File: config.mk
export PLATFORM = sky130hd
export DESIGN_NAME = execTop
export DESIGN_NICKNAME = d
export VERILOG_FILES = /design/src/source/execPkg.sv /design/src/source/execTop.sv /design/src/source/execute.sv /design/src/source/issueControl.sv /design/src/source/creditCounter.sv /design/src/source/alu.sv
export VERILOG_INCLUDE_DIRS = /design/src /design/src/source
export SDC_FILE = /design/constraint.sdc
export NUM_CORES = 1
export LEC_CHECK = 0
export ABC_AREA = 0
export CAP_MARGIN = 0
export CORE_UTILIZATION = 45
export CTS_CLUSTER_SIZE = 14
export DETAILED_ROUTE_END_ITERATION = 6
export DONT_BUFFER_PORTS = 1
export PLACE_DENSITY = 0.57
export SLEW_MARGIN = 20
export SYNTH_ARGS = -nofsm -noshare
export SYNTH_HDL_FRONTEND = slang
export SYNTH_SLANG_ARGS = --single-unit
File: constraint.sdc
create_clock -name clk -period 9.41 [get_ports clk]
set_input_delay 1.4115 -clock clk [delete_from_list [all_inputs] [get_ports clk]]
set_output_delay 1.4115 -clock clk [all_outputs]
set_load 0.05 [all_outputs]
File: src/source/exec_defines.svh
/* Width and depth macros for the execute stage:
   data word width, downstream credit depth, credit count width. */
`ifndef EXEC_DEFINES_SVH
`define EXEC_DEFINES_SVH

// Data path width of the teaching processor.
`define EXEC_WIDTH 16

// Results the write-back side can take before a credit returns.
`define EXEC_CREDITS 4

// Wide enough to hold EXEC_CREDITS itself.
`define EXEC_CNT_W 3

`endif
File: src/source/execPkg.sv
/* Execute stage types and constants: the instruction word union,
   special opcodes, ALU operation codes and branch type codes. */
package execPkg;

   ////////////////////////////////////////
   // Instruction word, three field layouts.
   ////////////////////////////////////////
   typedef union packed {
      struct packed {
         logic [4:0] opcode;               // Same place in every layout.
         logic [2:0] rs;
         logic [2:0] rd;
         logic [4:0] imm;                  // Signed immediate for I-format.
      } immForm;
      struct packed {
         logic [4:0] opcode;
         logic [2:0] rs;
         logic [7:0] imm;                  // Branch offset or SLBI/LBI byte.
      } brForm;
      struct packed {
         logic [4:0]  opcode;
         logic [10:0] disp;                // Jump displacement.
      } dispForm;
   } instrWord_t;

   // Opcodes that need work after the ALU.
   localparam logic [4:0] OP_SEQ = 5'b11100;       // Set if equal.
   localparam logic [4:0] OP_SLT = 5'b11101;       // Set if less than.
   localparam logic [4:0] OP_SLE = 5'b11110;       // Set if less or equal.
   localparam logic [4:0] OP_SCO = 5'b11111;       // Set on carry out.
   localparam logic [4:0] OP_BTR = 5'b11001;       // Bit reverse.
   localparam logic [4:0] OP_JMP_MASK  = 5'b11101; // Bit 1 is don't care.
   localparam logic [4:0] OP_JMP_MATCH = 5'b00100; // J and JAL.

   // ALU operation select.
   localparam logic [2:0] ALU_ROL = 3'd0;
   localparam logic [2:0] ALU_SLL = 3'd1;
   localparam logic [2:0] ALU_ROR = 3'd2;
   localparam logic [2:0] ALU_SRL = 3'd3;
   localparam logic [2:0] ALU_ADD = 3'd4;
   localparam logic [2:0] ALU_AND = 3'd5;
   localparam logic [2:0] ALU_OR  = 3'd6;
   localparam logic [2:0] ALU_XOR = 3'd7;

   // Branch type, top bit set for a conditional branch.
   localparam logic [2:0] BR_NONE = 3'b000;
   localparam logic [2:0] BR_BEQZ = 3'b100;
   localparam logic [2:0] BR_BNEZ = 3'b101;
   localparam logic [2:0] BR_BLTZ = 3'b110;
   localparam logic [2:0] BR_BGEZ = 3'b111;

endpackage

File: src/source/execTop.sv
/* Execute stage top: issue FSM, downstream credit counter and
   datapath wired together. */
`timescale 1ns/10ps
`include "exec_defines.svh"

module execTop
   import execPkg::*;
(
   input  logic                   clk,
   input  logic                   arstN,
   input  logic                   inValid,
   input  instrWord_t             instr,
   input  logic [`EXEC_WIDTH-1:0] pc,
   input  logic [`EXEC_WIDTH-1:0] regA,
   input  logic [`EXEC_WIDTH-1:0] regB,
   input  logic [1:0]             bSrc,
   input  logic [2:0]             oper,
   input  logic                   invA,
   input  logic                   invB,
   input  logic                   cin,
   input  logic                   sign,
   input  logic                   immSrc,
   input  logic                   aluJump,
   input  logic [2:0]             brType,
   input  logic                   resCredit,   // Credit back from write-back.
   output logic                   inCredit,    // Credit back to decode.
   output logic                   outValid,
   output logic [`EXEC_WIDTH-1:0] result,
   output logic [`EXEC_WIDTH-1:0] newPC,
   output logic [`EXEC_CNT_W-1:0] creditLevel
);

   logic load, fire, consume, avail;

   issueControl i_issueControl (
      .clk      (clk),
      .arstN    (arstN),
      .inValid  (inValid),
      .avail    (avail),
      .load     (load),
      .fire     (fire),
      .consume  (consume),
      .inCredit (inCredit)
   );

   creditCounter i_creditCounter (
      .clk     (clk),
      .arstN   (arstN),
      .consume (consume),
      .restore (resCredit),
      .avail   (avail),
      .level   (creditLevel)
   );

   execute i_execute (
      .clk      (clk),
      .arstN    (arstN),
      .load     (load),
      .fire     (fire),
      .instr    (instr),
      .pc       (pc),
      .regA     (regA),
      .regB     (regB),
      .bSrc     (bSrc),
      .oper     (oper),
      .invA     (invA),
      .invB     (invB),
      .cin      (cin),
      .sign     (sign),
      .immSrc   (immSrc),
      .aluJump  (aluJump),
      .brType   (brType),
      .result   (result),
      .newPC    (newPC),
      .outValid (outValid)
   );

endmodule

File: src/source/execute.sv
/* Execute datapath with a one-entry input slot, B-operand select, ALU,
   compare and bit-reverse rewrite, branch test and output registers. */
`timescale 1ns/10ps
`include "exec_defines.svh"

module execute
   import execPkg::*;
(
   input  logic                   clk,
   input  logic                   arstN,
   input  logic                   load,      // Capture inputs into the slot.
   input  logic                   fire,      // Slot issues this cycle.
   input  instrWord_t             instr,
   input  logic [`EXEC_WIDTH-1:0] pc,        // Already incremented.
   input  logic [`EXEC_WIDTH-1:0] regA,
   input  logic [`EXEC_WIDTH-1:0] regB,
   input  logic [1:0]             bSrc,
   input  logic [2:0]             oper,
   input  logic                   invA,
   input  logic                   invB,
   input  logic                   cin,
   input  logic                   sign,
   input  logic                   immSrc,    // High picks disp11 for the target.
   input  logic                   aluJump,   // Next PC from the ALU.
   input  logic [2:0]             brType,
   output logic [`EXEC_WIDTH-1:0] result,
   output logic [`EXEC_WIDTH-1:0] newPC,
   output logic                   outValid
);

   localparam int W = `EXEC_WIDTH;

   ////////////////////////////////////////
   // Input slot.
   ////////////////////////////////////////
   instrWord_t   slotInstr;
   logic [W-1:0] slotPc, slotA, slotB;
   logic [1:0]   slotBSrc;
   logic [2:0]   slotOper, slotBrType;
   logic         slotInvA, slotInvB, slotCin, slotSign, slotImmSrc, slotAluJump;

   always_ff @(posedge clk) begin
      if (load) begin
         slotInstr   <= instr;
         slotPc      <= pc;
         slotA       <= regA;
         slotB       <= regB;
         slotBSrc    <= bSrc;
         slotOper    <= oper;
         slotInvA    <= invA;
         slotInvB    <= invB;
         slotCin     <= cin;
         slotSign    <= sign;
         slotImmSrc  <= immSrc;
         slotAluJump <= aluJump;
         slotBrType  <= brType;
      end
   end

   ////////////////////////////////////////
   // Operands and ALU.
   ////////////////////////////////////////
   logic [4:0]   opcode;
   logic [W-1:0] imm5, imm8, disp11, slbi, aluB, aluOut;
   logic         aluZero, aluOfl, aluSign;

   assign opcode = slotInstr.immForm.opcode;  // Same bits in all layouts.
   assign imm5   = {{(W-5){slotInstr.immForm.imm[4]}}, slotInstr.immForm.imm};
   assign imm8   = {{(W-8){slotInstr.brForm.imm[7]}}, slotInstr.brForm.imm};
   assign disp11 = {{(W-11){slotInstr.dispForm.disp[10]}}, slotInstr.dispForm.disp};
   // Low byte of rs moves up, the immediate byte fills in below.
   assign slbi   = {slotB[W-9:0], 8'h00} | {{(W-8){1'b0}}, slotInstr.brForm.imm};

   always_comb begin
      if (slotBrType[2] || (opcode == OP_BTR)) begin
         aluB = '0;                           // Branches test rs, BTR passes rs.
      end else begin
         case (slotBSrc)
            2'd0:    aluB = slotB;
            2'd1:    aluB = imm5;
            2'd2:    aluB = imm8;
            default: aluB = slbi;
         endcase
      end
   end

   alu i_alu (
      .inA  (slotA),
      .inB  (aluB),
      .cin  (slotCin),
      .invA (slotInvA),
      .invB (slotInvB),
      .sign (slotSign),
      .oper (slotOper),
      .out  (aluOut),
      .zero (aluZero),
      .ofl  (aluOfl)
   );

   assign aluSign = aluOut[W-1];

   ////////////////////////////////////////
   // Result rewrite and next PC.
   ////////////////////////////////////////
   logic [W-1:0] resNext, brTarget, pcNext;
   logic         condOk, taken;

   always_comb begin
      resNext = aluOut;
      case (opcode)
         OP_SEQ: resNext = {{(W-1){1'b0}}, aluZero};
         OP_SLT: resNext = {{(W-1){1'b0}}, aluOfl ? ~aluSign : aluSign};
         OP_SLE: resNext = {{(W-1){1'b0}}, aluOfl ? ~aluSign : (aluSign | aluZero)};
         OP_SCO: resNext = {{(W-1){1'b0}}, aluOfl};
         OP_BTR: begin
            for (int i = 0; i < W; i++) begin
               resNext[i] = aluOut[W-1-i];   // Mirror the word.
            end
         end
         default: resNext = aluOut;
      endcase
   end

   always_comb begin
      case (slotBrType)
         BR_NONE: condOk = 1'b0;
         BR_BEQZ: condOk = aluZero;
         BR_BNEZ: condOk = ~aluZero;
         BR_BLTZ: condOk = aluSign;
         BR_BGEZ: condOk = ~aluSign;        // Zero has a clear sign bit.
         default: condOk = 1'b0;            // Reserved codes never branch.
      endcase
   end

   assign taken    = ((opcode & OP_JMP_MASK) == OP_JMP_MATCH) | condOk;
   assign brTarget = slotPc + (slotImmSrc ? disp11 : imm8);
   assign pcNext   = slotAluJump ? aluOut : (taken ? brTarget : slotPc);

   ////////////////////////////////////////
   // Output registers.
   ////////////////////////////////////////
   always_ff @(posedge clk or negedge arstN) begin
      if (!arstN) begin
         outValid <= 1'b0;
      end else begin
         outValid <= fire;                  // One pulse per issued slot.
      end
   end

   always_ff @(posedge clk) begin
      if (fire) begin
         result <= resNext;
         newPC  <= pcNext;
      end
   end

endmodule

File: src/source/issueControl.sv
/* Issue FSM: loads the input slot, issues it when a downstream
   credit exists, and hands the upstream credit back. */
`timescale 1ns/10ps

module issueControl (
   input  logic clk,
   input  logic arstN,
   input  logic inValid,   // Upstream spends its credit.
   input  logic avail,     // Downstream credit on hand.
   output logic load,      // Capture into the slot.
   output logic fire,      // Issue the slot.
   output logic consume,   // Spend a downstream credit.
   output logic inCredit   // Return the upstream credit.
);

   // State codes.
   localparam logic [1:0] Empty   = 2'd0;
   localparam logic [1:0] Ready   = 2'd1;
   localparam logic [1:0] Blocked = 2'd2;

   logic [1:0] state, stateNext;
   logic       issue;

   always_ff @(posedge clk or negedge arstN) begin
      if (!arstN) begin
         state <= Empty;
      end else begin
         state <= stateNext;
      end
   end

   always_comb begin
      stateNext = state;
      load      = 1'b0;
      issue     = 1'b0;
      case (state)
         Empty: begin
            if (inValid) begin
               load      = 1'b1;
               stateNext = Ready;
            end
         end
         Ready: begin
            if (avail) begin
               issue     = 1'b1;
               stateNext = Empty;
            end else begin
               stateNext = Blocked;         // Wait for the consumer.
            end
         end
         Blocked: begin
            if (avail) begin
               issue     = 1'b1;
               stateNext = Empty;
            end
         end
         default: stateNext = Empty;
      endcase
   end

   // The three strobes always move together.
   assign fire     = issue;
   assign consume  = issue;
   assign inCredit = issue;

endmodule

File: src/source/creditCounter.sv
/* Downstream credit counter, saturating at zero and full. */
`timescale 1ns/10ps
`include "exec_defines.svh"

module creditCounter (
   input  logic                  clk,
   input  logic                  arstN,
   input  logic                  consume,  // A result goes downstream.
   input  logic                  restore,  // Consumer hands a credit back.
   output logic                  avail,    // At least one credit left.
   output logic [`EXEC_CNT_W-1:0] level
);

   localparam logic [`EXEC_CNT_W-1:0] Full = `EXEC_CREDITS;

   always_ff @(posedge clk or negedge arstN) begin
      if (!arstN) begin
         level <= Full;                     // All credits at start.
      end else begin
         case ({consume, restore})
            2'b10: begin
               if (level != '0) begin
                  level <= level - 1'b1;
               end
            end
            2'b01: begin
               if (level != Full) begin
                  level <= level + 1'b1;
               end
            end
            default: level <= level;        // Idle, or both cancel out.
         endcase
      end
   end

   assign avail = (level != '0);

endmodule

File: src/source/alu.sv
/* ALU with optional operand inversion, rotates, shifts, add and
   logic operations, plus zero and overflow flags. */
`timescale 1ns/10ps
`include "exec_defines.svh"

module alu
   import execPkg::*;
(
   input  logic [`EXEC_WIDTH-1:0] inA,    // Operand A.
   input  logic [`EXEC_WIDTH-1:0] inB,    // Operand B.
   input  logic                   cin,    // Carry into the adder.
   input  logic                   invA,   // Invert A first.
   input  logic                   invB,   // Invert B first.
   input  logic                   sign,   // Signed overflow when high.
   input  logic [2:0]             oper,   // Operation select.
   output logic [`EXEC_WIDTH-1:0] out,
   output logic                   zero,
   output logic                   ofl
);

   localparam int ShW = $clog2(`EXEC_WIDTH);  // 4 for a 16-bit word.
   localparam int Msb = `EXEC_WIDTH - 1;

   logic [`EXEC_WIDTH-1:0]   opA;       // A after optional inversion.
   logic [`EXEC_WIDTH-1:0]   opB;       // B after optional inversion.
   logic [`EXEC_WIDTH-1:0]   sum;       // Adder result.
   logic                     carry;     // Adder carry out.
   logic [ShW-1:0]           shAmt;     // Shift and rotate distance.
   logic [2*`EXEC_WIDTH-1:0] rolWide;   // Doubled word shifted left.
   logic [2*`EXEC_WIDTH-1:0] rorWide;   // Doubled word shifted right.

   assign opA   = invA ? ~inA : inA;
   assign opB   = invB ? ~inB : inB;
   assign shAmt = opB[ShW-1:0];         // Only the low bits count.

   assign {carry, sum} = opA + opB + cin;

   // Rotates come out of a word placed twice side by side.
   assign rolWide = {opA, opA} << shAmt;
   assign rorWide = {opA, opA} >> shAmt;

   always_comb begin
      case (oper)
         ALU_ROL: out = rolWide[2*`EXEC_WIDTH-1:`EXEC_WIDTH];  // Top half wraps in.
         ALU_SLL: out = opA << shAmt;
         ALU_ROR: out = rorWide[`EXEC_WIDTH-1:0];              // Bottom half wraps in.
         ALU_SRL: out = opA >> shAmt;                          // Logical, zero fill.
         ALU_ADD: out = sum;
         ALU_AND: out = opA & opB;
         ALU_OR:  out = opA | opB;
         ALU_XOR: out = opA ^ opB;
         default: out = sum;
      endcase
   end

   assign zero = (out == '0);

   // Signed: operands agree in sign and the sum does not.
   // Unsigned: carry out of the top bit.
   assign ofl = sign ? ((opA[Msb] == opB[Msb]) && (sum[Msb] != opA[Msb])) : carry;

endmodule

==> flow_metrics.env <==
export IMPL_hold_viol_final=0
export IMPL_setup_viol=0
export IMPL_synth_common_cells="mux2i_1 (116), edfxtp_1 (110), nand2_1 (78), nor2_1 (64), inv_1 (58)"
export IMPL_drv_slew=0
export IMPL_placed_cell_area_sq_mm=0.0101
export IMPL_routed_via_density=6.38
export IMPL_path_clk_slew_ps=60
export IMPL_met1_usage_pct=38.7
export IMPL_yosysSeqAreaShare_pct=35.0
export IMPL_dr_total_vias=7908
export IMPL_cts_root_buffer="clkbuf_16"
export IMPL_fin_skew_ps=11.6
export IMPL_setup_tns_ps=0
export IMPL_pwr_density_cell_mw_per_mm2=434
export IMPL_drc=0
export IMPL_grt_start_max_net_pins=79
export IMPL_core_area_sq_mm=0.0212
export IMPL_synth_top_cell_area_share_pct=33.5
export IMPL_dieWidth_um=150
export IMPL_nets=1091
export IMPL_rr_worst_depth=20
export IMPL_post_route_period_util_pct=76.7
export IMPL_tightestPinTransition_ps=1180
export IMPL_port_buffer_count=0
export IMPL_synth_area_per_cell_sq_um=10.1
export IMPL_grt_pass1_vias=7399
export IMPL_hold_path_class="reg2reg"
export IMPL_die_y_um=150
export IMPL_synth_edff_count=110
export IMPL_synthCells=972
export IMPL_fp_row_count=53
export IMPL_power_leakage_nw=4.28
export IMPL_timing_rr_end="i_execute.newPC[2]"
export IMPL_yosysMostFrequentCell="mux2i_1"
export IMPL_layout_area_overhead_vs_synth_pct=8.58
export IMPL_critPathMaxFanout=30
export IMPL_endpoint_kind="flop"
export IMPL_cts_setup_buffers=0
export IMPL_cts_buffers=17
export IMPL_met3_usage_pct=5.55
export IMPL_r2r_start="i_execute.slotBSrc[0]"
export IMPL_cts_resized=0
export IMPL_crit_type="reg2reg"
export IMPL_grt_use_met2_pct=40.8
export IMPL_r2r_slack_ps=2190
export IMPL_grtUsageTotal_pct=27.4
export IMPL_ys_ff_latch=116
export IMPL_firstDrtPassIters=6
export IMPL_drt_iter0_drc=824
export IMPL_crit_arrival_ps=7360
export IMPL_period_needed_ps=7220
export IMPL_antenna_found_initial=2
export IMPL_postLayoutCellArea_sq_mm=0.0107
export IMPL_post_route_cells_drive_above_1_share_pct=10.4
export IMPL_ctsHoldBuffers=0
export IMPL_ys_flop_type="edfxtp_1"
export IMPL_drv_cap=0
export IMPL_worstPathRequired_ps=9550
export IMPL_total_power_mw=4.65
export IMPL_yosys_top_cells_area="edfxtp_1 (33%), mux2i_1 (12%), ha_1 (6.7%)"
export IMPL_pre_cts_ws_ps=2350
export IMPL_routed_wl_um=30600
export IMPL_die_area_sq_mm=0.0225
export IMPL_peakVddDrop_uv=270
export IMPL_relSlewSlack_pct=21.1
export IMPL_worst_slack_ps=2190
export IMPL_globalRouteOverflowTotal=0
export IMPL_cp_start_kind="flop"
export IMPL_busiest_layer="met2"
export IMPL_critPathLaunch="i_execute.slotBSrc[0]"
export IMPL_fmax_mhz=138
export IMPL_netlist_area_sq_mm=0.00986
export IMPL_crit_path_end="i_execute.newPC[2]"
export IMPL_grt_pass1_wl_um=45000
export IMPL_cts_buffer_depth=2
export IMPL_dp_hpwl_um=23200
export IMPL_synth_cell_type_count=90
export IMPL_synth_async_reset_ratio_pct=5.17
export IMPL_ys_warn_count=0
export IMPL_ios=119
export IMPL_wire_per_inst_um=24.7
export IMPL_status="completed"
export IMPL_cts_tree="built"
export IMPL_h_tree_depth=4
export IMPL_synth_area_leader_cell="edfxtp_1"
export IMPL_rsz0062_at_grt="false"
export IMPL_initial_core_util_pct=46.5
export IMPL_gp_congestion=0.954
export IMPL_cts_sinks=116
export IMPL_syn_num_nets=1111
export IMPL_clkLatencyLatePin_ps=430
export IMPL_drt_antenna_violating_nets=0
-- how the worst min path moves through the flow --
stage	end	slack, ps	cells past startpoint	startpoint
after floorplan	i_issueControl.state[0]	520	2	i_issueControl.state[0]
after global placement	i_issueControl.state[0]	560	2	i_issueControl.state[0]
after detailed placement	i_issueControl.state[0]	550	2	i_issueControl.state[0]
after CTS	i_issueControl.state[0]	570	2	i_issueControl.state[0]
after global routing	i_issueControl.state[0]	630	2	i_issueControl.state[0]
final	i_issueControl.state[0]	570	2	i_issueControl.state[0]
-- worst max-delay path, stage by stage, from the launching register on --
cell and delay (ps):
edfxtp_1 930, o21ai_0 340, a221oi_2 540, xor2_4 110, buf_4 300, fa_1 480, fa_1 500, a211oi_1 290
o21ai_0 180, a41oi_1 330, xnor2_1 100, a221oi_1 500, o21ai_0 170, a211oi_1 210, a22o_1 260, and4_1 210
nand4_1 190, or4_4 600, nand3_4 270, mux2i_1 270, mux2i_1 120
-- final cells by class --
class                           instances  area, sq um
Antenna cell                            1         2.50
Clock buffer                           17          425
Clock inverter                         14          225
Fill cell                            1949        10500
Inverter                               65          260
Multi-Input combinational cell        741         5910
Sequential cell                       116         3450
Tap cell                              275          344
Timing Repair Buffer                   11         82.6
-- routing by layer --
layer	wire length [um]	vias to the layer above	part of all wire, %
met5	10	-	0.033
met4	920	2	3.0
met3	2260	69	7.4
met2	13500	387	44
met1	13900	3804	45
li1	-	3646	-
-- stage by stage --
step	hold WS (ps)	utilization (%)	cells
after floorplan	519	-	972
after global placement	556	47.4	1208
after detailed placement	554	47.4	1208
after CTS	568	50.4	1239
after global routing	629	50.4	1239
final	570	50.5	1240
-- sequential cells by signal, indices dropped and copies added (netlist names), 16 cells and up --
name                 cells
i_execute.newPC         16
i_execute.result        16
i_execute.slotA         16
i_execute.slotB         16
i_execute.slotInstr     16
i_execute.slotPc        16
-- cells by family (layout without fill, tap and decap cells) --
logic type      count (synthesis)  after routing  synth area share, %
other cells                     0              1                    0
simple gates                  236            236                 11.8
compound gates                248            248                 18.0
fa+ha+maj                      57             57                 7.54
xor+xnor                       59             59                 5.47
buf+inv                       115            107                 5.49
flops                         116            116                 35.0
mux                           141            141                 16.7
-- cell usage in the layout (no fill, tap or decap), types with 7 or more instances in the layout --
master,count
a21boi_0,7
a21o_1,9
a21oi_1,43
a22o_1,15
a22oi_1,13
and2_1,7
buf_4,11
clkbuf_16,17
edfxtp_1,110
ha_1,53
inv_1,57
mux2_2,8
mux2i_1,116
mux4_2,13
nand2_1,78
nand2b_1,10
nand3_1,8
nor2_1,64
nor3_1,19
o211ai_1,11
o21ai_0,43
o221ai_1,7
o22ai_1,21
or3_1,7
xnor2_1,30
xor2_1,25
-- report_power, final --
group / switching [mW] / internal [mW] / total [mW]
Combinational: 1.70 / 0.984 / 2.68
Sequential: 0.409 / 0.829 / 1.24
Clock: 0.257 / 0.473 / 0.729
(Power assumes the default switching activity.)
